### src/sram_pager_pkg.sv
package sram_pager_pkg;

    // ====================
    // Sizes.
    // ====================
    localparam int PAGE_COUNT  = 2048;
    localparam int PAGE_W      = 11;
    localparam int PORT_COUNT  = 16;
    localparam int PORT_W      = 4;
    localparam int ECC_W       = 8;
    localparam int BATCH_LEN   = 8;

    // Occupancy thresholds in pages.
    localparam int LVL_LOW_MAX = 512;
    localparam int LVL_MID_MAX = 1536;

    // ====================
    // Types.
    // ====================
    typedef enum logic [1:0] {
        ST_INIT,
        ST_RUN,
        ST_FULL
    } pager_state_e;

    typedef enum logic [1:0] {
        LVL_EMPTY,
        LVL_LOW,
        LVL_MID,
        LVL_HIGH
    } occ_level_e;

    typedef struct packed {
        logic              en;
        logic [PORT_W-1:0] port;
    } alloc_req_t;

    typedef struct packed {
        logic              en;
        logic [PORT_W-1:0] port;
        logic [PAGE_W-1:0] addr;
    } release_req_t;

    typedef struct packed {
        logic              en;
        logic [PAGE_W-1:0] addr;
        logic [ECC_W-1:0]  code;
    } ecc_wr_t;

    // free_space runs 0 to PAGE_COUNT, hence one bit wider than a page address.
    typedef struct packed {
        logic            ready;
        logic            writing;
        logic            reading;
        logic            full;
        logic [PAGE_W:0] free_space;
    } pager_status_t;

endpackage
### src/batch_timer.sv
module batch_timer (
    input  logic clk,
    input  logic arst_n,
    input  logic hit,
    output logic active
);
    import sram_pager_pkg::*;

    localparam int CNT_W = $clog2(BATCH_LEN);

    logic [CNT_W-1:0] idle_cnt;

    // Each hit restarts the window.
    always_ff @(posedge clk or negedge arst_n) begin
        if (!arst_n) begin
            active   <= 1'b0;
            idle_cnt <= '0;
        end else if (hit) begin
            active   <= 1'b1;
            idle_cnt <= '0;
        end else if (active) begin
            if (idle_cnt == CNT_W'(BATCH_LEN - 1)) begin
                active <= 1'b0;
            end else begin
                idle_cnt <= idle_cnt + 1'b1;
            end
        end
    end

endmodule

### config.mk
export PLATFORM = sky130hd
export DESIGN_NAME = batch_timer
export DESIGN_NICKNAME = d
export VERILOG_FILES = /design/src/sram_pager_pkg.sv /design/src/batch_timer.sv
export SDC_FILE = /design/constraint.sdc
export NUM_CORES = 1
export LEC_CHECK = 0
export BUFFER_PORTS_ARGS = -buffer_cell sky130_fd_sc_hd__buf_2
export CAP_MARGIN = 20
export CORE_AREA = 2 2 39 41
export DETAILED_ROUTE_END_ITERATION = 16
export DIE_AREA = 0 0 41 43
export GPL_ROUTABILITY_DRIVEN = 0
export PLACE_DENSITY_LB_ADDON = 0.2
export SYNTH_ARGS = -nofsm -noshare
export SYNTH_HDL_FRONTEND = slang
export SYNTH_SLANG_ARGS = --single-unit
### constraint.sdc
create_clock -name clk -period 1.4 [get_ports clk]
set_input_delay 0.14 -clock clk [delete_from_list [all_inputs] [get_ports clk]]
set_output_delay 0.14 -clock clk [all_outputs]
set_load 0.005 [all_outputs]
After elaboration in Yosys (flattened, before gate mapping)
Index checks and enable logic that the tools add are counted.
{ "totals": {"register_bits": 4, "inputBits": 3, "output_inout_bits": 1, "elab_cells": 13} }
{ "op_classes": {"n_addsub": 1, "eq_ne": 2, "n_mux": 6, "reduce_logical": 2} }
{ "op_table": {"columns": ["operator", "count"], "rows": [
  ["$mux W3", 3],
  ["$add A3 B1 Y3 const B", 1],
  ["$eq A3 B3 Y1 const B", 1],
  ["$mux W1", 3],
  ["$ne A2 B2 Y1 const B", 1],
  ["$reduce_and A2 Y1", 1],
  ["$reduce_bool A2 Y1", 1]
]} }

Depth between registers and ports, before layout
{ "logic_depth": {"word_depth": 4, "ltp_mapped": 4, "depth_no_buf": 4} }

Worst setup path before layout
Ideal clock, no wire load.
{ "synth_timing": {"path_kind": "register to register", "startpoint": "reg idle_cnt[0]", "endpoint": "reg idle_cnt[0]", "setup_time_ps": 125, "arrival_time_ps": 1204, "required_time_ps": 1275, "setup_slack_ps": 71, "path_stages_with_launch": 5, "n_path_buf": 0, "period_less_slack_ps": 1329, "cell_sequence": "dfrtp_1 -> ha_1 -> ha_1 -> nor2b_4 -> mux2_4"} }
{ "synth_between": {"elab_chain_len": 4, "word_cells_on_any_way": 7, "classes_between": "1 x add/sub; 2 x eq/ne; 3 x mux; 1 x reduce/logical"} }
{ "synth_rtl": {"columns": ["item", "line", "rtl"], "rows": [
  ["from (decl)", "batch_timer.sv:11", "logic [CNT_W-1:0] idle_cnt;"],
  ["from (signal assigned)", "batch_timer.sv:25", "idle_cnt <= idle_cnt + 1'b1;"],
  ["$add A3 B1 Y3", "batch_timer.sv:25", null],
  ["$mux W3", "batch_timer.sv:22", "if (idle_cnt == CNT_W'(BATCH_LEN - 1)) begin"],
  ["$mux W3", "batch_timer.sv:21", "end else if (active) begin"],
  ["$mux W3", "batch_timer.sv:18", "end else if (hit) begin"]
]} }
Several ways; a longest one is shown, not always the timed one. The select of a mux whose other input is x is not followed.
A chain may end at the register's enable or synchronous reset.

Final worst setup path
Ends and elaborated chain as after synthesis.

==> metrics.csv <==
metric,value,unit
outcome,completed,
max-vdd-ir-drop,0.3572,mV
die_area,1763,µm²
drt_first_pass_iters,2,
ioPinCount,4,
worst_pin_slew,0.1356,ns
antenna_found_initial,0,
synth_area,215.2,µm²
nNetsFinal,33,
top_usage_layer,met2,
path_delay_family,adder cells,
crit_path_start_kind,register,
layout_min_cycle_time,1.329,ns
finalMaxSlewViolations,0,
grt_use_total,5.544,%
drc,0,
grt_first_pass_wirelength,593,µm
cts_inserted_buffers,3,
worst-setup-path-type,reg2reg,
htreeDepth,1,
cts_setup_buffers,0,
crit_arrival,1.44,ns
cts_tree,yes,
ys_seq_area_share,46.51,%
rsz0062_at_grt,false,
synth_cell_types,11,
crit_chain,ha_1 -> ha_2 -> nor2b_4 -> mux2_4,
cts_buffer_depth,2,
core_area,1384,µm²
syn_inst,17,
hp-class,in2reg,
fin_total_pwr,0.0003056,W
p_leak,0.1398,nW
setup_tns,0,ns
port_buffers,3,
yosys_register_bits,4,
place_hpwl,304.7,µm
grt_use_met2,6.875,%
cts_sinks,4,
clk_pin_slew,0.04,ns
routed_via_density,3.619,
hold_violations,0,
rows,14,
crit_fanout,3,
grt_max_degree,8,
max_cap_violations,0,
die_y,43,µm
setup_violations,0,
layout-drive-gt1-share,46.15,%
first_global_vias,149,
syn_nets,22,
overflow,0,
holdWs,0.1890,ns
die_w,41,µm
worst-path-stages,4,
rr_worst_depth,4,
vias,152,
start_util,15.55,%
yosys_warnings,0,
endpoint_kind,register,
root_buffer,clkbuf_4,
dp_cells,38,
fmax,752.5,MHz
wl_per_cell,9.095,µm
fin_crit_sh,94.92,%
required,1.51,ns
met1_usage,6.515,%
cpMaxStageDelayCell,dfrtp_1,
drt-total-wl,382,µm
avgSynthCellArea,12.66,µm²
finalClockSkew,0.001658,ns
insertion_delay,0.23,ns
hold_depth,2,
use_met3,2.094,%
drtAntennaViolNets,0,
worst-path-buf-inv,0,
antenna_cells,0,
maxSlewHeadroom,90.86,%
syn_to_final_growth,39.54,%
slowest_delay,0.38,ns
final_cell_count_no_fill,42,
powerDensity,1018,nW/µm²
dr.first_iter.drc_count,1,
## layout make-up
class | instances | area [µm²]
clock buffers | 3 | 22.52
fillers | 152 | 1084
multi-input cells | 13 | 117.6
flip-flops and latches | 4 | 100.1
well taps | 16 | 20.02
repair buffers | 6 | 40.04
## report_power, final
group	total (W)	switching, W	internal (W)
Clock	0.000138	0.0000426	0.0000956
Combinational	0.0000377	0.0000150	0.0000227
Sequential	0.000130	0.00000496	0.000125
## final timing paths
check / startpoint / to / slack (ns)
min reg2reg: idle_cnt[1] / idle_cnt[1] / 0.54
max reg2reg: idle_cnt[0] / idle_cnt[0] / 0.07
max: idle_cnt[0] / idle_cnt[0] / 0.07
min: hit / active / 0.19
min in group asynchronous: arst_n / idle_cnt[0] / 0.25
max in group asynchronous: arst_n / active / 1.03
## what timing repair did
item                                    in CTS  in global routing
gates resized for setup                      0                  1
endpoints found under the setup margin       0                  1
hold endpoints to repair                     4                  0
hold buffers                                 1                  0
## cell usage after synthesis, drive strengths merged
| cell type | number | share of area [%] |
|---|---|---|
| nand2b | 2 | 5.8 |
| ha | 2 | 12 |
| o21ai | 2 | 4.6 |
| dfrtp | 4 | 47 |
| nor2b | 2 | 9.3 |
| mux2 | 1 | 7.0 |
| nor2 | 1 | 1.7 |
| nand4bb | 2 | 10 |
| or2 | 1 | 2.9 |
## per-stage QoR
stage	instance area [µm²]	utilization [%]	setup slack, ns
after floorplan	215.2	-	0.07080
after global placement	265.3	19.17	0.03282
after detailed placement	265.3	19.17	0.02647
after CTS	297.8	21.52	0.01006
after global routing	300.3	21.70	0.02834
final	300.3	21.70	0.07111
## routing by layer
metal	up-vias	wire length [µm]	part of all wire, %
met5	-	0	0
met4	0	0	0
met3	0	27	7.1
met2	3	174	46
met1	71	181	47
li1	78	-	-
## kinds of logic (layout without fill, tap and decap cells)
logic type | after synthesis | after routing | synth area share [%]
buffers and inverters | 0 | 9 | 0
adders and majority gates | 2 | 2 | 11.63
AOI/OAI and AO/OA | 2 | 2 | 4.647
muxes | 1 | 1 | 6.975
DFF | 4 | 4 | 46.51
and+or+nand+nor | 8 | 8 | 30.23
## sequential cells by signal, indices dropped and copies added, names as in the netlist
name      cells
idle_cnt      3
active        1
## cells in the final DEF, fill, tap and decap left out, drive strengths merged
cell type | Yosys | final
buf | 0 | 5
nand2b | 2 | 2
nor2b | 2 | 2
o21ai | 2 | 2
dlygate4sd3 | 0 | 1
mux2 | 1 | 1
nand4bb | 2 | 2
or2 | 1 | 1
ha | 2 | 2
nor2 | 1 | 1
dfrtp | 4 | 4
clkbuf | 0 | 3
No activity file was read; power rests on OpenSTA's default activity.
