--- src/sram_pager_pkg.sv ---
package sram_pager_pkg;

    // ====================
    // Sizes.
    // ====================
    localparam int PAGE_COUNT  = 2048;
    localparam int PAGE_W      = 11;
    localparam int PORT_COUNT  = 16;
    localparam int PORT_W      = 4;
    localparam int ECC_W       = 8;
    localparam int BATCH_LEN   = 8;

    // Occupancy thresholds in pages.
    localparam int LVL_LOW_MAX = 512;
    localparam int LVL_MID_MAX = 1536;

    // ====================
    // Types.
    // ====================
    typedef enum logic [1:0] {
        ST_INIT,
        ST_RUN,
        ST_FULL
    } pager_state_e;

    typedef enum logic [1:0] {
        LVL_EMPTY,
        LVL_LOW,
        LVL_MID,
        LVL_HIGH
    } occ_level_e;

    typedef struct packed {
        logic              en;
        logic [PORT_W-1:0] port;
    } alloc_req_t;

    typedef struct packed {
        logic              en;
        logic [PORT_W-1:0] port;
        logic [PAGE_W-1:0] addr;
    } release_req_t;

    typedef struct packed {
        logic              en;
        logic [PAGE_W-1:0] addr;
        logic [ECC_W-1:0]  code;
    } ecc_wr_t;

    // free_space runs 0 to PAGE_COUNT, hence one bit wider than a page address.
    typedef struct packed {
        logic            ready;
        logic            writing;
        logic            reading;
        logic            full;
        logic [PAGE_W:0] free_space;
    } pager_status_t;

endpackage
--- src/page_ctrl_fsm.sv ---
module page_ctrl_fsm (
    input  logic                              clk,
    input  logic                              arst_n,
    input  logic                              alloc_en,
    input  logic                              release_en,
    input  logic [sram_pager_pkg::PAGE_W:0]   free_count,
    output logic                              alloc_go,
    output logic                              release_go,
    output logic                              init_push,
    output logic [sram_pager_pkg::PAGE_W-1:0] init_addr,
    output sram_pager_pkg::pager_state_e      state
);
    import sram_pager_pkg::*;

    pager_state_e    state_next;
    logic [PAGE_W:0] count_next;

    // ====================
    // Grants.
    // ====================
    assign init_push  = (state == ST_INIT);
    assign alloc_go   = (state == ST_RUN) && alloc_en && (free_count != '0);
    assign release_go = (state != ST_INIT) && release_en && (free_count != PAGE_COUNT);

    // Free count after this edge, so the full state tracks free_space.
    assign count_next = free_count + release_go - alloc_go;

    // ====================
    // State.
    // ====================
    always_comb begin
        state_next = state;
        case (state)
            ST_INIT: begin
                if (init_addr == PAGE_W'(PAGE_COUNT - 1)) begin
                    state_next = ST_RUN;
                end
            end
            ST_RUN: begin
                if (count_next == '0) begin
                    state_next = ST_FULL;
                end
            end
            ST_FULL: begin
                if (count_next != '0) begin
                    state_next = ST_RUN;
                end
            end
            default: state_next = ST_INIT;
        endcase
    end

    always_ff @(posedge clk or negedge arst_n) begin
        if (!arst_n) begin
            state     <= ST_INIT;
            init_addr <= '0;
        end else begin
            state <= state_next;
            if (init_push) begin
                init_addr <= init_addr + 1'b1;
            end
        end
    end

endmodule

--- config.mk ---
export PLATFORM = sky130hd
export DESIGN_NAME = page_ctrl_fsm
export DESIGN_NICKNAME = d
export VERILOG_FILES = /design/src/sram_pager_pkg.sv /design/src/page_ctrl_fsm.sv
export SDC_FILE = /design/constraint.sdc
export NUM_CORES = 1
export LEC_CHECK = 0
export ABC_AREA = 1
export BUFFER_PORTS_ARGS = -buffer_cell sky130_fd_sc_hd__buf_2
export CORE_ASPECT_RATIO = 1.2
export CORE_MARGIN = 1
export CORE_UTILIZATION = 59
export DETAILED_ROUTE_END_ITERATION = 8
export HOLD_SLACK_MARGIN = 0.06
export PLACE_DENSITY = 0.93
export SETUP_SLACK_MARGIN = 0.4
export SLEW_MARGIN = 20
export SYNTH_ARGS = -nofsm -noshare
export SYNTH_HDL_FRONTEND = slang
export SYNTH_SLANG_ARGS = --single-unit
--- constraint.sdc ---
create_clock -name clk -period 8 [get_ports clk]
set_input_delay 0 -clock clk [delete_from_list [all_inputs] [get_ports clk]]
set_output_delay 0 -clock clk [all_outputs]
set_load 0.02 [all_outputs]
Word level (Yosys, flattened, before mapping) --
Index checks and enable logic that the tools add are counted.
Storage, ports and cells: flip-flop bits (word level) 13, input bits 16, output and inout bits 16, logic and storage cells 26
Operators by class: $add $sub $neg 3, eq/ne operators 7, multiplexer cells 4, reduce and logical (&&, ||, !) cells 10
Operators by type and width (count):
- $reduce_bool 12->1 | 2
- $add 12x1->12 | 1
- $logic_not 12->1 | 1
- $ne 12x12->1 const B | 1
- $sub 12x1->12 | 1
- $add 11x1->11 const B | 1
- $eq 11x11->1 const B | 1
- $mux 2 | 3
- $pmux 2 s3 | 1
- $logic_and 1x1->1 | 4
- $ne 2x1->1 const B | 2
- $reduce_and 3->1 | 1
- $eq 2x1->1 const B | 1
- $eq 2x2->1 const B | 1
- $logic_not 2->1 | 1
- $ne 2x2->1 const B | 1
- $reduce_bool 2->1 | 1

Logic depth before layout (Yosys ltp) --
Gate-level depths: netlist (run 1).
word-level depth 8, mapped depth 21, depth with buffers taken out 21

Worst setup path after synthesis (run 1) --
No wires, ideal clock.
kind reg-to-reg, start point reg state[1], end point reg state[0], setup time 118 ps, arrival 2737 ps, data required time 7882 ps, setup slack 5145 ps, stages on the path, launching flop included 17, buffers on the path 0, clock period less this slack 2855 ps, cell sequence dfrtp_1 > nor2_4 > inv_1 > nand3_1 > ha_1 > inv_1 > ha_1 > fa_1 > or2_2 > nor2_1 > nand3_1 > nor2_1 > nand2_1 > nor2_1 > nand3_1 > nand2_1 > nand2_1
On the way: elaborated cells between the ends (all ways) 17, classes of those cells add/sub (2); eq/ne (5); mux (1); reduce/logical (9)
RTL lines:
- from (decl) | line page_ctrl_fsm.sv:11 | output sram_pager_pkg::pager_state_e state
- from (signal assigned) | line page_ctrl_fsm.sv:58 | state <= state_next;
- $logic_not 2->1 (*)
- via init_push | line page_ctrl_fsm.sv:9 | output logic init_push,
- $ne 2x1->1 (no line)
- $reduce_and 3->1 (no line)
Mark *: on every way through the listed nets, which the timed path passes. The rest lies on a longest branch. A chain may end at the register's enable or synchronous reset.

Worst setup path in the final report (run 1) --
start point reg state[1], end point reg state[0]
On the way: longest elaborated chain between the ends 8, elaborated cells between the ends (all ways) 17, classes of those cells add/sub (2); eq/ne (5); mux (1); reduce/logical (9)
Ends and longest elaborated chain:
- $reduce_bool 2->1 | line page_ctrl_fsm.sv:23 | assign release_go = (state != ST_INIT) && release_en && (free_count != PAGE_COUNT);
- $logic_and 1x1->1 (2 in a row) | line page_ctrl_fsm.sv:23
- $add 12x1->12 | line page_ctrl_fsm.sv:26 | assign count_next = free_count + release_go - alloc_go;
- $sub 12x1->12 | line page_ctrl_fsm.sv:26
- $reduce_bool 12->1 / $logic_not 12->1 (equally long branches) | line page_ctrl_fsm.sv:45, page_ctrl_fsm.sv:40
- $ne 2x2->1 (no line) / $ne 2x1->1 (equally long branches)
- $reduce_and 3->1 (no line)
Parallel ways exist; a longest one is shown, timed or not.

==> flow_metrics.tcl, run 1 <==
set metrics [dict create \
    status "finished, final reports clean" \
    die_h_um 57.8 \
    core_area_sq_um 2380 \
    critPathCaptureType "flop" \
    setup_viol 0 \
    path_clk_slew_ns 0.08 \
    setup_ws_ns 5.04 \
    fin_setup_tns_ns 0 \
    cts_root_buf "clkbuf_4" \
    design_area_sq_um 1760 \
    numCtsBuffers 3 \
    synth-main-ff-cell "dfrtp_1" \
    syn_area_sq_um 1530 \
    synth_area_per_cell_sq_um 6.48 \
    cts.htree.levels 1 \
    die_w_um 48.5 \
    finalNonFillerCells 303 \
    wirelength_um 3580 \
    cp.arrival_ns 3.15 \
    layout-drive-gt1-share_pct 16.2 \
    insertion_delay_ns 0.28 \
    ioPinCount 32 \
    clock-sinks 13 \
    post_drt_wl_per_cell_um 11.8 \
    critPathKind "reg -> reg" \
    slew_headroom_pct 79.9 \
    multi_input_area_sq_um 1040 \
    diodes 0 \
    grt_pass1_vias 1493 \
    ys_warn_count 0 \
    fp-row-count 19 \
    fin_nets 309 \
    port-buffer-count 31 \
    mostFrequentLayoutCell "nand2_1" \
    start_util_pct 64.3 \
    cts_buffer_depth 2 \
    place_area_sq_um 1720 \
    min_period_ns 2.96 \
    grt_overflow_total 0 \
    avgViaCountPerCell 5.24 \
    grt_max_degree 14 \
    maxCapViolCount 0 \
    max_freq_mhz 337 \
    worst_pin_slew_ns 0.302 \
    first_iter_violations 44 \
    fin_worst_skew_ns 0.00645 \
    syn_inst 236 \
    p_per_area_nw_per_um2 125 \
    area_growth_pct 15.1 \
    cts-resized-gates 0 \
    synth-seq-cells 13 \
    place_ws_ns 5.06 \
    start_kind "flop" \
    async_flop_share_pct 100 \
    p_leak_nw 1.10 \
    rsz0062_at_grt "no" \
    nFillCells 218 \
    peakVddDrop_mv 0.0747 \
    dieArea_sq_um 2800 \
    fin_crit_sh_pct 37.1 \
    drt-pass1-iter-count 4 \
    grt_usage_pct 28.3 \
    dpl.cell_count 298 \
    route.detailed.drc 0 \
    hpwl_um 3080 \
    finalWeightedCongestion 0.871 \
    worst_hold_path_type "in -> async" \
    cts_tree "done" \
    maxSlewViolCount 0 \
    path_max_fanout 5 \
    grt_pass1_wl_um 6120 \
    synth_edf_count 0 \
    syn_nets 272 \
    num_vias 1588 \
    antenna_found_initial 0 \
    yosysSeqAreaShare_pct 21.3 \
    regArea_sq_um 325 \
    crit_required_ns 8.18 \
    final_cell_mix "nand2_1, inv_1, buf_2" \
    hold_violations 0 \
    synthDistinctLibCells 23 \
    ant_nets 0 \
]
==> cells in the mapped netlist, types with 2 or more instances <==
cell	n	area [sq um]
dfrtp_1	13	325
nand3_2	2	20.0
nor3_1	2	10.0
a21oi_1	4	20.0
xnor2_1	3	26.3
nand2_1	73	274
inv_1	43	161
nor2_1	26	97.6
xor2_1	7	61.3
o21bai_1	2	15.0
nand4_1	4	25.0
nand3_1	27	135
nor3_4	2	32.5
ha_1	19	238
==> metal layers <==
layer / routed length [um] / part of all wire [%] / track usage (%)
met2: 1850 / 52 / 54.5
met5: 0 / 0 / 0
met4: 102 / 2.8 / 13.0
met3: 157 / 4.4 / 2.89
met1: 1470 / 41 / 31.2
==> logic make-up (layout without fill, tap and decap cells) <==
logic type,Yosys count,count (layout),share of synthesized area [%]
buffers and inverters,44,80,10.8
XOR/XNOR,10,10,5.73
adder cells (fa/ha/maj),20,20,16.9
AO/OA/AOI/OAI,8,8,3.68
AND/OR/NAND/NOR,141,141,41.7
flip-flops,13,13,21.3
==> layout make-up <==
type                       instances  area share [%]
sequential                        13            18.5
timing repair buffer              32            9.39
tap                               31            2.20
clock buffer                       4            1.49
inverter                          44            9.39
multi-input combinational        179            59.0
==> registers in the layout, indices dropped and copies added, names as in the netlist <==
signal / cells
state: 2
init_addr: 11
==> path summary, 6_finish.rpt <==
kind / startpoint / endpoint / slack, ns / cells after the start
max: state[1] / state[0] / 5.04 / 16
min: arst_n / init_addr[1] / 0.13 / 2
max reg2reg: state[1] / state[0] / 5.04 / 16
min reg2reg: init_addr[10] / init_addr[10] / 0.49 / 1
max in group asynchronous: arst_n / init_addr[5] / 7.63 / 2
min in group clk: free_count[11] / state[1] / 0.29 / 8
==> stage by stage <==
| step | util, % | power (W) | hold WS (ns) |
|---|---|---|---|
| CTS | 74.0 | 0.000220 | 0.141 |
| detailed placement | 72.5 | 0.000178 | -0.101 |
| floorplan | - | 0.000149 | -0.296 |
| global placement | 72.5 | 0.000173 | -0.103 |
| global route | 74.0 | 0.000237 | 0.152 |
| finish | 74.0 | 0.000220 | 0.135 |
==> what timing repair did <==
| item | CTS | global route |
|---|---|---|
| hold endpoints to repair | 13 | 0 |
| setup endpoints to repair | 0 | 0 |
| buffers inserted | 0 | 0 |
| hold buffers | 1 | 0 |
==> worst max-delay path, cell delays in order, from the launching register on <==
cell     delay (ns)
dfrtp_1        0.44
nor2_4         0.20
inv_1          0.13
nand3_1        0.13
ha_1           0.25
inv_1          0.07
ha_1           0.24
fa_1           0.43
or2_2          0.30
nor2_1         0.16
nand3_1        0.10
nor2_1         0.09
nand2_1        0.05
nor2_1         0.10
nand3_1        0.08
nand2_1        0.06
nand2_1        0.04
==> power breakdown <==
group / internal (W) / switching (W) / leakage (nW)
clock network: 0.0000194 / 0.0000223 / 0.0150
registers: 0.0000704 / 0.00000609 / 0.174
logic: 0.0000364 / 0.0000654 / 0.914
No activity file was read; power rests on OpenSTA's default activity.
==> run 2, diff against run 1 <==
--- a/config.mk
+++ b/config.mk
@@ -9,10 +9,10 @@
 export BUFFER_PORTS_ARGS = -buffer_cell sky130_fd_sc_hd__buf_2
 export CORE_ASPECT_RATIO = 1.2
 export CORE_MARGIN = 1
-export CORE_UTILIZATION = 59
+export CORE_UTILIZATION = 55
 export DETAILED_ROUTE_END_ITERATION = 8
 export HOLD_SLACK_MARGIN = 0.06
-export PLACE_DENSITY = 0.93
+export PLACE_DENSITY = 0.88
 export SETUP_SLACK_MARGIN = 0.4
 export SLEW_MARGIN = 20
 export SYNTH_ARGS = -nofsm -noshare
==> constraint.sdc (replaced) <==
create_clock -name clk -period 2.99 [get_ports clk]
set_input_delay 0 -clock clk [delete_from_list [all_inputs] [get_ports clk]]
set_output_delay 0 -clock clk [all_outputs]
set_load 0.02 [all_outputs]
==> run 2 against run 1 <==
Via count fell by 4.5%. Setup slack worse by 4.5 ns. Non-clock buffer count rose by 3. Sequential cell count stayed put. Clock-buffer cell count unchanged. Total power grew to 2.7 times the previous value. Die area increased by 7.0%. Clock skew rose by 0.0022 ns. Largest power group unchanged. Design area up 4.7%. Routed wire length shrank 8.5%. Critical endpoint is now state[1]. Worst hold slack worse by 0.00083 ns.
==> flow_metrics.tcl, run 2 (synthesized netlist as in run 1, its figures left out) <==
set metrics [dict create \
    grt_pass1_wl_um 5380 \
    clkPwrFrac_pct 17.5 \
    worst_hold_path_type "in -> async" \
    combPwrFrac_pct 48.6 \
    rr_worst_depth 16 \
    ioPinCount 32 \
    area_growth_pct 20.5 \
    crit_required_ns 3.19 \
    grt_overflow_total 0 \
    grt_max_degree 14 \
    dr_wl_met2_um 1610 \
    critPathKind "reg -> reg" \
    switching_power_w 0.000252 \
    largest_reg_flops 11 \
    fin_crit_sh_pct 82.2 \
    p_per_area_nw_per_um2 328 \
    path_buf_inv 2 \
    cts_root_buf "clkbuf_4" \
    largestRegisters "init_addr: 11 flops, state: 2 flops" \
    diodes 0 \
    critPathCaptureType "flop" \
    dieArea_sq_um 3000 \
    max_freq_mhz 407 \
    start_kind "flop" \
    num_vias 1517 \
    port-buffer-count 31 \
    p_leak_nw 1.12 \
    wirelength_um 3280 \
    min_period_ns 2.46 \
    insertion_delay_ns 0.27 \
    post_drt_wl_per_cell_um 10.6 \
    setup_viol 0 \
    maxSlewViolCount 0 \
    path_max_fanout 4 \
    avgViaCountPerCell 4.93 \
    crit_family "simple AND/OR/NAND/NOR gates" \
    wl_met1_um 1490 \
    cpMostUsedCell "nor2_1" \
    finalWeightedCongestion 0.909 \
    place_area_sq_um 1760 \
    intPower_w 0.000352 \
    slowest_stage "dfrtp_2" \
    layout-drive-gt1-share_pct 22.2 \
    first_iter_violations 38 \
    dr.max_layer_used "met3" \
    drt-pass1-iter-count 4 \
    cts_tree "done" \
    clock-sinks 13 \
    design_area_sq_um 1840 \
    antenna_found_initial 0 \
    core_area_sq_um 2580 \
    slew_headroom_pct 80.1 \
    switching_share_pct 41.7 \
    final_cell_mix "nand2_1, inv_1, buf_2" \
    power_frac_seq_pct 33.8 \
    rsz0062_at_grt "yes" \
    ant_nets 0 \
    top_register "init_addr" \
    status "finished, final reports clean" \
    max_stage_delay_ns 0.44 \
    fp-row-count 20 \
    start_util_pct 59.3 \
    fin_worst_skew_ns 0.00866 \
    met3_length_um 181 \
    crit_chain "nand2_1, nor2_1, o21ai_1, inv_2, ha_4, inv_2, ha_4, fa_2, or2_4, nor2_4, nand3_1, nor2_1, nand2_1, nor2_1, nand3_1, nor2_1" \
    cp.depth 16 \
    hold_violations 0 \
    mostFrequentLayoutCell "nand2_1" \
    die_w_um 50.1 \
    grt_pass1_vias 1388 \
    route.detailed.drc 0 \
    grt_usage_pct 22.9 \
    cp.arrival_ns 2.66 \
    peakVddDrop_mv 0.302 \
    path_clk_slew_ns 0.08 \
    hpwl_um 2740 \
    die_h_um 59.8 \
    maxCapViolCount 0 \
    fin_setup_tns_ns 0 \
    fin_nets 312 \
    cts_buffer_depth 2 \
    worst_pin_slew_ns 0.298 \
    numCtsBuffers 3 \
    cts.htree.levels 1 \
]
## run 2: cell count changes in the layout (fill, tap and decap cells not counted), moves of 2 or more
cell     change
inv_1        -3
ha_4         +2
nand2_1      -3
nand3_1      -2
dfrtp_2      +2
inv_2        +3
ha_1         -2
nand2_2      +3
buf_4        +3
dfrtp_1      -2
nand3_2      +2
## run 2: worst paths after layout
| check | from | to | slack, ns |
|---|---|---|---|
| max | state[0] | state[1] | 0.53 |
| min | arst_n | init_addr[5] | 0.13 |
| max reg2reg | state[0] | state[1] | 0.53 |
| min reg2reg | init_addr[10] | init_addr[10] | 0.51 |
| max in group asynchronous | arst_n | state[0] | 2.60 |
| min in group clk | free_count[11] | state[1] | 0.34 |
## run 2: per-stage QoR
step           setup slack, ns  utilization [%]  power [W]  hold WS (ns)  std cells
2_1_floorplan            0.398                -   0.000414        -0.296        236
3_3_place_gp             0.363             68.4   0.000477        -0.104        300
3_5_place_dp             0.284             68.4   0.000486       -0.0982        300
4_1_cts                  0.419             70.4   0.000600         0.133        306
5_1_grt                  0.323             71.5   0.000659         0.153        308
6_report                 0.531             71.5   0.000604         0.134        308
## run 2: power by group through the flow
stage | sequential, W | combinational (W) | clock (W)
floorplan | 0.000221 | 0.000193 | 0
global placement | 0.000206 | 0.000271 | 0
detailed placement | 0.000208 | 0.000278 | 0
CTS | 0.000204 | 0.000284 | 0.000111
global route | 0.000205 | 0.000336 | 0.000118
finish | 0.000204 | 0.000294 | 0.000106
## run 2: layout make-up
type                    instances  area, sq um
repair buffers                 35          188
multi-input cells             179         1090
flip-flops and latches         13          328
fillers                       215          736
well taps                      33         41.3
inverters                      44          165
clock buffers                   4         26.3
## run 2: worst reg2reg max path: cells and delay by family, from the launching register on
kind | cells | cell delay [ns]
and+or+nand+nor | 10 | 0.95
adders and majority gates | 3 | 0.82
DFF | 1 | 0.44
buffers and inverters | 2 | 0.10
AOI/OAI and AO/OA | 1 | 0.09
## run 2: what timing repair did
| item | CTS | global route |
|---|---|---|
| setup buffers | 1 | 2 |
| setup endpoints to repair | 1 | 2 |
| hold buffers | 1 | 0 |
| pin swaps | 1 | 8 |
| gates cloned | 0 | 0 |
| hold endpoints to repair | 13 | 0 |
| gates resized for setup | 2 | 5 |
## run 2: metal layers
layer | up-vias | global-route usage (%)
met5 | - | 0
met1 | 665 | 28.3
met3 | 0 | 4.33
met4 | 0 | 2.04
li1 | 815 | -
met2 | 37 | 42.3
