<file path="config.mk">
export PLATFORM = sky130hd
export DESIGN_NAME = port_occupancy
export DESIGN_NICKNAME = d
export VERILOG_FILES = /design/src/sram_pager_pkg.sv /design/src/port_occupancy.sv
export SDC_FILE = /design/constraint.sdc
export NUM_CORES = 1
export LEC_CHECK = 0
export ABC_AREA = 1
export CORE_MARGIN = 2
export CORE_UTILIZATION = 30
export DETAILED_ROUTE_END_ITERATION = 8
export DONT_BUFFER_PORTS = 1
export PLACE_DENSITY = 0.52
export SLEW_MARGIN = 20
export SYNTH_ARGS = -nofsm -noshare
export SYNTH_HDL_FRONTEND = slang
export SYNTH_SLANG_ARGS = --single-unit
</file>
<file path="constraint.sdc">
create_clock -name clk -period 1.47 [get_ports clk]
set_input_delay 0.0735 -clock clk [delete_from_list [all_inputs] [get_ports clk]]
set_output_delay 0.0735 -clock clk [all_outputs]
set_load 0.005 [all_outputs]
</file>
<file path="src/sram_pager_pkg.sv">
package sram_pager_pkg;

    // ====================
    // Sizes.
    // ====================
    localparam int PAGE_COUNT  = 2048;
    localparam int PAGE_W      = 11;
    localparam int PORT_COUNT  = 16;
    localparam int PORT_W      = 4;
    localparam int ECC_W       = 8;
    localparam int BATCH_LEN   = 8;

    // Occupancy thresholds in pages.
    localparam int LVL_LOW_MAX = 512;
    localparam int LVL_MID_MAX = 1536;

    // ====================
    // Types.
    // ====================
    typedef enum logic [1:0] {
        ST_INIT,
        ST_RUN,
        ST_FULL
    } pager_state_e;

    typedef enum logic [1:0] {
        LVL_EMPTY,
        LVL_LOW,
        LVL_MID,
        LVL_HIGH
    } occ_level_e;

    typedef struct packed {
        logic              en;
        logic [PORT_W-1:0] port;
    } alloc_req_t;

    typedef struct packed {
        logic              en;
        logic [PORT_W-1:0] port;
        logic [PAGE_W-1:0] addr;
    } release_req_t;

    typedef struct packed {
        logic              en;
        logic [PAGE_W-1:0] addr;
        logic [ECC_W-1:0]  code;
    } ecc_wr_t;

    // free_space runs 0 to PAGE_COUNT, hence one bit wider than a page address.
    typedef struct packed {
        logic            ready;
        logic            writing;
        logic            reading;
        logic            full;
        logic [PAGE_W:0] free_space;
    } pager_status_t;

endpackage
</file>
<file path="src/port_occupancy.sv">
module port_occupancy (
    input  logic                              clk,
    input  logic                              arst_n,
    input  logic                              inc,
    input  logic [sram_pager_pkg::PORT_W-1:0] inc_port,
    input  logic                              dec,
    input  logic [sram_pager_pkg::PORT_W-1:0] dec_port,
    output sram_pager_pkg::occ_level_e [sram_pager_pkg::PORT_COUNT-1:0] prefer
);
    import sram_pager_pkg::*;

    function automatic occ_level_e level_of(input logic [PAGE_W:0] pages);
        if (pages == '0) begin
            return LVL_EMPTY;
        end else if (pages < LVL_LOW_MAX) begin
            return LVL_LOW;
        end else if (pages < LVL_MID_MAX) begin
            return LVL_MID;
        end
        return LVL_HIGH;
    endfunction

    for (genvar p = 0; p < PORT_COUNT; p++) begin : g_port
        logic            up;
        logic            down;
        logic [PAGE_W:0] count;

        assign up   = inc && (inc_port == PORT_W'(p));
        assign down = dec && (dec_port == PORT_W'(p));

        // Up and down together on one port cancel.
        always_ff @(posedge clk or negedge arst_n) begin
            if (!arst_n) begin
                count <= '0;
            end else if (up && !down) begin
                count <= count + 1'b1;
            end else if (down && !up) begin
                count <= count - 1'b1;
            end
        end

        // Level trails the counter by one cycle.
        always_ff @(posedge clk or negedge arst_n) begin
            if (!arst_n) begin
                prefer[p] <= LVL_EMPTY;
            end else begin
                prefer[p] <= level_of(count);
            end
        end
    end

endmodule

</file>
* Word-level counts from Yosys, hierarchy flattened
Index checks and enable logic that the tools add are counted.
** Operators by class
- Add/sub/neg operators :: 32
- $mul :: 0
- Div/mod/pow operators :: 0
- $lt $le $gt $ge :: 32
- Eq/ne operators :: 30
- Shifts and indexed selects :: 0
- Multiplexer cells :: 144
- Bitwise logic cells :: 0
- Reductions and logical operators :: 130
** Operators with widths (count)
- $mux 12 :: 32
- $add 12x1->12 const B :: 16
- $logic_not 12->1 :: 16
- $lt 12x10->1 const B :: 16
- $lt 12x11->1 const B :: 16
- $sub 12x1->12 const B :: 16
- $mux 2 :: 64
- $eq 4x4->1 const B :: 16
- $logic_and 1x1->1 :: 64
- $mux 1 :: 48
- $eq 4x3->1 const B :: 8
- $logic_not 1->1 :: 32
- $reduce_bool 2->1 :: 16
- $eq 4x2->1 const B :: 4
- $eq 4x1->1 const B :: 2
- $logic_not 4->1 :: 2
** Word-level totals
- Register bits after elaboration :: 224
- Bits in latches :: 0
- Bits in writable memories :: 0
- ROM bits :: 0
- Input port bits :: 12
- Output and inout port bits :: 32
- Logic and storage cells :: 400
- Memories kept :: 0

* Logic depth before layout (Yosys ltp)
Gate-level depths: netlist of run 1.
- Word-level depth :: 6
- Depth in mapped cells :: 15
- Depth with buffers taken out :: 15

* Least setup slack after synthesis of run 1
No wires, ideal clock.
- Path kind :: input to register
- Start :: input port dec
- End :: register g_port[8].count[8]
- Library setup time :: 0.117 ns
- Arrival time :: 1.846 ns
- Data required time :: 1.353 ns
- Path slack :: -0.493 ns
- Cell stages on the path :: 13
- Buffers on the path :: 0
- Cells stage by stage :: inv_1 nor3_1 nand2_1 ha_1 inv_1 ha_1 or2_1 nand2_2 inv_2 nand2_2 a21oi_1 nor2_1 nor2_1
** Between the ends
- Word-level cells in the longest chain between the ends :: 4
- Elaborated cells on any way between the ends :: 6
- Classes of those cells :: mux (1); reduce/logical (5)
** RTL lines
- start: declaration :: line port_occupancy.sv:6 : input logic dec,
- $logic_and 1x1->1 (*) :: line port_occupancy.sv:29 : assign down = dec && (dec_port == PORT_W'(p));
- $logic_not 1->1 :: line port_occupancy.sv:35 : end else if (up && !down) begin
- $logic_and 1x1->1 :: line port_occupancy.sv:35
- $mux 12 / $reduce_bool 2->1 (equally long branches)
- end signal: assignment :: line port_occupancy.sv:36 : count <= count + 1'b1;
- end signal: assignment :: line port_occupancy.sv:38 : count <= count - 1'b1;
- end: declaration :: line port_occupancy.sv:26 : logic [PAGE_W:0] count;
Every way passes the cells marked *; elsewhere a longest branch is shown, timed or not.
A chain may end at the register's enable or synchronous reset.

* Final worst setup path of run 1
- Start :: register g_port[4].count[1]
- End :: register g_port[4].count[6]
** Between the ends
- Word-level cells in the longest chain between the ends :: 3
- Elaborated cells on any way between the ends :: 4
- Classes of those cells :: add/sub (2); mux (2)
** RTL lines
- start: declaration :: line port_occupancy.sv:26
- start signal: assignment :: line port_occupancy.sv:36
- start signal: assignment :: line port_occupancy.sv:38
- $sub 12x1->12 :: line port_occupancy.sv:38
- $mux 12 :: line port_occupancy.sv:37 : end else if (down && !up) begin
- $mux 12 (*) :: line port_occupancy.sv:35
Every way passes the cells marked *; elsewhere a longest branch is shown, timed or not. The select of a mux whose other input is x is not followed.

==> flow_summary.ini, run 1 <==
[cells_and_area]
synthToLayoutAreaGrowth_pct = 59.4
nFillCells = 5934
layout-drive-gt1-share_pct = 44.2
antenna_cells = 0
nets = 3506
utilization_pct = 48.5
final_cell_mix = 729 x nand2_1, 346 x buf_4, 338 x inv_1, 263 x nand2_2, 199 x nor2_1
layout_commonest_cell = nand2_1

[route]
drt_iter0_drc = 897
ant_nets = 0
via_per_inst = 4.69
drcViolationCount = 0
dr.pass1.iters = 5
wl_per_cell_um = 13.4
routed_wl_um = 55600
num_vias = 19500

[setup_path]
critPathMaxFanout = 3
r2r-start = g_port[4].count[1]
crit_required_ns = 1.94
crit_family = flip-flops
cp-end-kind = register
cp.buffers_inverters = 1
reg2reg_slack_ns = -0.10
crit_path_start_kind = register
crit_top_cell = nand2_1
criticalPathCategory = register to register
crit_slowest_cell = dfrtp_2
cpPeakStageDelay_ns = 0.43
cp.arrival_ns = 2.04
ff2ff_path_depth = 9
path_cells = fa_2, nand2_2, nand3_2, nand2_4, buf_4, o21ai_2, nand2_1, nand2_1, o21ai_1
r2r_end = g_port[4].count[6]

[clock_network]
clockBufferDepth = 3
cts-buffers-inserted = 34
cts_sinks = 224
tritoncts = done
cts-root-buf = clkbuf_16
clk_latency_ns = 0.54
path_clk_slew_ns = 0.06
htreeDepth = 2

[grt]
grt_start_max_net_pins = 225
grt_pass1_wl_um = 89500
overflow = 0
antenna_found_initial = 0
groute.usage.overall_pct = 16.6
grt_pass1_vias = 18900

[sta]
final_max_slew_viol_count = 0
rsz0062_at_grt = true
finalHoldViolCount = 224
fin_skew_ns = 0.0201
fin_crit_sh_pct = 107
maxSlewHeadroom_pct = 67.3
fin_hold_ws_ns = -0.757
fin_ws_ns = -0.100
finalSetupTns_ns = -0.959
max_freq_mhz = 637
tightest_slew_ns = 0.490
post-route-min-period_ns = 1.57
setup_viol = 30

[power]
power_density_nw_per_um2 = 2450
power.leakage_nw = 14.1
peakVddDrop_mv = 1.36
p_total_w = 0.0733

[die]
core.rowCount = 91
die-area_um2 = 64700
die-width_um = 254
fp.dieH_um = 254
coreArea_um2 = 61800
ios = 44
initial_core_util_pct = 30.4

[placed_design]
port_buffers = 0
hpwl_um = 38800
gp_congestion = 0.856

[synth]
seq_area_frac_synth_pct = 29.8
ys_ff_latch = 224
synth_nets = 3107
yosysWarnings = 0
avgSynthCellArea_um2 = 6.49
syn-cell-area_um2 = 18800
synth_cells = 2900
yosysUniqueCellTypes = 29

[job]
maxCapViolations = 0

[outcome]
status = finished with violations
violations = hold timing, setup timing

[min_path]
hp-class = input pin to asynchronous set/reset pin
[registers in the layout, indices dropped and copies added, names as in the netlist]
name	count
g_port.count	192
prefer	32
[cell usage after synthesis]
| cell | instances | area (um^2) |
|---|---|---|
| xnor2_1 | 18 | 158 |
| nand3_1 | 226 | 1130 |
| inv_1 | 414 | 1550 |
| dfrtp_1 | 224 | 5610 |
| a21oi_2 | 3 | 26.3 |
| fa_1 | 16 | 320 |
| o21ai_0 | 82 | 410 |
| o21ai_1 | 32 | 160 |
| nand3b_1 | 16 | 120 |
| clkinv_1 | 3 | 11.3 |
| xor2_1 | 31 | 272 |
| nand2_2 | 18 | 113 |
| buf_2 | 13 | 65.1 |
| o21ai_2 | 5 | 43.8 |
| o31ai_1 | 4 | 30.0 |
| a21oi_1 | 94 | 470 |
| nor2_1 | 307 | 1150 |
| nand2_1 | 1055 | 3960 |
| nand3_2 | 11 | 110 |
| clkbuf_1 | 18 | 67.6 |
| nand4_1 | 74 | 463 |
| nor3_1 | 7 | 35.0 |
| inv_2 | 8 | 30.0 |
| or2_0 | 1 | 6.26 |
| o22ai_1 | 3 | 18.8 |
| ha_1 | 179 | 2240 |
| or2_1 | 8 | 50.1 |
| a31oi_1 | 14 | 87.6 |
| nor4_1 | 16 | 100 |
[where the power goes]
group	internal, W	switching, W	total, W
sequential	0.00929	0.00331	0.0126
combinational	0.0243	0.0275	0.0518
clock	0.00575	0.00313	0.00888
[worst register-to-register path: stages (launching register included)]
cell,delay (ns)
dfrtp_2,0.43
fa_2,0.42
nand2_2,0.10
nand3_2,0.08
nand2_4,0.10
buf_4,0.11
o21ai_2,0.05
nand2_1,0.06
nand2_1,0.05
o21ai_1,0.11
[kinds of logic (layout without fill, tap and decap cells)]
| kind of cell | count (synthesis) | in the layout | synth area share (%) |
|---|---|---|---|
| DFF | 224 | 224 | 29.8 |
| and+or+nand+nor | 1739 | 1739 | 38.5 |
| xor gates and xnor gates | 49 | 49 | 2.28 |
| adders and majority gates | 195 | 195 | 13.6 |
| AOI/OAI and AO/OA | 237 | 237 | 6.63 |
| buffers and inverters | 456 | 878 | 9.19 |
[through the flow]
step	hold WS, ns	instance area (um^2)	instances	setup WS, ns
4_1_cts	-0.797	26500	4086	-0.0668
5_1_grt	-0.798	30000	4159	-0.186
2_1_floorplan	-0.222	21300	2900	-0.201
3_5_place_dp	-0.199	24800	4021	-0.601
3_3_place_gp	-0.200	24800	4021	-0.605
6_report	-0.757	30000	4159	-0.100
[final cells by class]
cell class,count,area (um^2),share of cell area [%]
clock inverter,9,199,0.664
clock buffer,50,1000,3.34
multi-input combinational,2220,17100,56.9
timing repair buffer,394,3280,10.9
tap,837,1050,3.49
sequential,224,5640,18.8
inverter,425,1750,5.85
[worst max path at each step]
stage | from | end | slack, ns | cells past startpoint
2_1_floorplan | inc_port[2] | g_port[8].count[8] | -0.20 | 15
3_3_place_gp | inc_port[1] | g_port[13].count[8] | -0.61 | 14
3_5_place_dp | inc_port[1] | g_port[13].count[8] | -0.60 | 14
4_1_cts | g_port[4].count[1] | g_port[4].count[5] | -0.07 | 7
5_1_grt | g_port[4].count[1] | g_port[4].count[8] | -0.19 | 10
6_report | g_port[4].count[1] | g_port[4].count[6] | -0.10 | 9
[repair_timing]
| item | in CTS | in global routing |
|---|---|---|
| setup endpoints to repair | 65 | 152 |
| setup buffers | 6 | 75 |
| pin swaps | 40 | 393 |
| endpoints found under the hold margin | 224 | 224 |
| resized for setup | 99 | 825 |
[layer usage]
layer,track usage [%],routed length (um),vias up
li1,-,-,10100
met1,22.1,25700,9175
met2,28.1,27100,183
met3,2.81,1840,66
met4,3.71,973,0
met5,0,0,-
No activity file was read; power rests on OpenSTA's default activity.
==> inputs of run 2 (changes only) <==
- CORE_UTILIZATION: 30 -> 60
- PLACE_DENSITY: 0.52 -> 0.86
==> flow_summary.ini, run 2 <==
[synth]
yosysUniqueCellTypes = 29
synthFlopType = dfrtp_1
synth_edf_count = 0
avgSynthCellArea_um2 = 6.49
post-synth-top-count-cell = nand2_1
syn-cell-area_um2 = 18800
synth_nets = 3107
synth_cells = 2900
seq_area_frac_synth_pct = 29.8
synth_top_cell_area_share_pct = 29.8
synthArstFlopShare_pct = 100
ys_ff_latch = 224
synth_area_leaders = dfrtp_1 30%, nand2_1 21%, ha_1 12%
synth_largest_area_cell = dfrtp_1
yosysWarnings = 0
synthTopCellsByCount = 1,055 x nand2_1, 414 x inv_1, 307 x nor2_1

[grt]
antenna_found_initial = 12
grt_start_max_net_pins = 225
overflow = 201
groute.usage.overall_pct = 80.2

[sta]
worst_endpoint_kind = register data pin
repair-timing-grt-worst-ep = g_port[0].count[8]$_DFFE_PN0P_/D

[clock_network]
cts-root-buf = clkbuf_16
cts-buffers-inserted = 29
cts_sinks = 224
clockBufferDepth = 3
htreeDepth = 1

[placed_design]
port_buffers = 0
gp_congestion = 0.925
pre_cts_slack_ns = -0.492
hpwl_um = 37300

[die]
ios = 44
initial_core_util_pct = 61.2
die-width_um = 181
fp.dieH_um = 181
core.rowCount = 64

[outcome]
flow.stopped_at = global routing (5_1_grt)
firstError = [ERROR GRT-0232] Routing congestion too high. Check the congestion heatmap in the GUI.
status = did not finish
run 2: cell counts after synthesis:
No cell type changed its count.
run 2: cell families after synthesis:
family | count (synthesis) | share of synthesized area (%)
and+or+nand+nor | 1739 | 38.5
buffers and inverters | 456 | 9.19
AOI/OAI and AO/OA | 237 | 6.63
DFF | 224 | 29.8
adders and majority gates | 195 | 13.6
xor gates and xnor gates | 49 | 2.28
run 2: what timing repair did:
action,in CTS
setup buffers,37
endpoints found under the hold margin,224
resized for setup,143
pin swaps,79
endpoints found under the setup margin,95
run 2: routing by layer:
layer | global-route usage [%] | GRT overflow
met1 | 79.2 | 1
met2 | 97.0 | 98
met3 | 64.2 | 9
met4 | 85.7 | 93
met5 | 21.0 | 0
run 2: through the flow:
stage	cell area, um^2	hold slack, ns	cells	utilization, %
after floorplan	21300	-0.222	2900	-
after global placement	23700	-0.214	3520	77.0
after detailed placement	23700	-0.214	3520	77.0
after CTS	25500	-0.806	3608	82.8
==> inputs of run 3 (changes only) <==
- CORE_UTILIZATION: 60 -> 40
- PLACE_DENSITY: 0.86 -> not set
- PLACE_DENSITY_LB_ADDON: not set -> 0.15
- clock period: 1.47 -> 1.9 ns (I/O delays scaled with it)
==> flow_summary.ini, run 3 (synthesis results as in run 1) <==
[cells_and_area]
antenna_cells = 0
layout_commonest_cell = nand2_1
largest_register_ffs = 192
regMostFlops = g_port.count
reg_top3 = g_port.count x192, prefer x32
stdcell_area_um2 = 22400
synthToLayoutAreaGrowth_pct = 18.9
nets = 3348
fin_cells = 3770
layout-drive-gt1-share_pct = 11.4
final_cell_mix = 1,055 x nand2_1, 398 x inv_1, 304 x nor2_1, 235 x buf_4, 226 x nand3_1

[min_path]
hp-class = input pin to asynchronous set/reset pin

[sta]
fin_hold_ws_ns = -0.783
final_max_slew_viol_count = 0
finalHoldViolCount = 224
finalSetupTns_ns = 0
post-route-min-period_ns = 1.78
rsz0062_at_grt = true
fin_skew_ns = 0.00983
fin_crit_sh_pct = 93.6
max_freq_mhz = 563
maxSlewHeadroom_pct = 62.2
setup_viol = 0
tightest_slew_ns = 0.567

[grt]
grt_start_max_net_pins = 225
grt_use_met3_pct = 2.96
antenna_found_initial = 0
grt_pass1_vias = 17600
gr-usage-met1_pct = 26.1
busiest_layer = met2
overflow = 0
met2_usage_pct = 32.3
groute.usage.overall_pct = 19.3
grt_pass1_wl_um = 81100

[clock_network]
cts-root-buf = clkbuf_16
htreeDepth = 1
cts-buffers-inserted = 30
clk_latency_ns = 0.58
tritoncts = done
clockBufferDepth = 3
cts_sinks = 224
path_clk_slew_ns = 0.06

[route]
num_vias = 18300
wl_per_cell_um = 12.5
via_per_inst = 4.85
drcViolationCount = 0
ant_nets = 0
routed_wl_um = 47000
dr.pass1.iters = 5
drt_iter0_drc = 937

[die]
die-area_um2 = 48800
die-width_um = 221
initial_core_util_pct = 40.5
fp.dieH_um = 221
ios = 44
core.rowCount = 79
coreArea_um2 = 46500

[setup_path]
cp-end-kind = register
cp.arrival_ns = 2.21
criticalPathCategory = input pin to register
reg2reg_slack_ns = 0.20
crit_required_ns = 2.33
crit_path_start_kind = input pin
critPathMaxFanout = 11

[power]
seq_power_share_pct = 23.4
intPower_w = 0.0214
comb_power_share_pct = 61.7
power_density_nw_per_um2 = 1800
pwr-share-clk_pct = 14.8
p_sw_w = 0.0189
peakVddDrop_mv = 0.858
power.leakage_nw = 12.3
swShare_pct = 46.8

[placed_design]
port_buffers = 0
placed_area_um2 = 21200
placed_cells = 3707
gp_congestion = 0.862
hpwl_um = 35000

[outcome]
violations = hold timing
status = finished with violations

[job]
maxCapViolations = 0
run 3: cell type report:
type	instances	area, um^2
Tap cell	607	759
Clock buffer	42	877
Timing Repair Buffer	236	1780
Inverter	425	1630
Sequential cell	224	5610
Timing Repair inverter	4	30.0
Multi-Input combinational cell	2220	11500
Clock inverter	12	163
Fill cell	4764	24100
run 3: final timing paths:
path	startpoint	end	cells past startpoint
max	dec	g_port[2].count[5]	13
min	arst_n	g_port[14].count[6]	0
max reg2reg	g_port[13].count[0]	g_port[13].count[8]	9
min reg2reg	g_port[13].count[8]	g_port[13].count[8]	2
max in group asynchronous	arst_n	g_port[1].count[7]	0
min in group clk	dec_port[1]	g_port[0].count[0]	5
run 3: power by group through the flow:
stage	clock network (W)	registers [W]	logic (W)
6_report	0.00598	0.00944	0.0249
5_1_grt	0.00641	0.00985	0.0290
4_1_cts	0.00620	0.00947	0.0249
3_5_place_dp	0	0.00951	0.0247
3_3_place_gp	0	0.00947	0.0243
2_1_floorplan	0	0.00889	0.0179
run 3: repair_timing:
item                                    CTS  global route
hold endpoints to repair                224           224
buffers inserted                          0             5
gates resized for setup                   0            26
cloned                                    0             4
endpoints found under the setup margin    2           120
run 3: critical path, stage by stage:
cell and delay [ns]:
inv_1 0.06, nor3_2 0.30, buf_4 0.22, nand2_1 0.12
ha_1 0.26, inv_4 0.15, ha_1 0.32, nand2_1 0.11
nand3_1 0.18, nand2_1 0.13, nand3b_1 0.08, nand3_1 0.09
o21ai_0 0.09
run 3: routing by layer:
layer / wire [um] / vias up
met5: 0 / -
li1: - / 9732
met2: 21100 / 202
met4: 809 / 0
met1: 23200 / 8296
met3: 1960 / 51
run 3: metrics by stage:
stage / utilization, % / power, W / setup WS, ns
after floorplan: - / 0.0268 / 0.0201
after global placement: 45.6 / 0.0337 / -0.601
after detailed placement: 45.6 / 0.0342 / -0.626
after CTS: 47.8 / 0.0406 / -0.00147
after global routing: 48.1 / 0.0452 / -0.0136
final: 48.1 / 0.0403 / 0.122
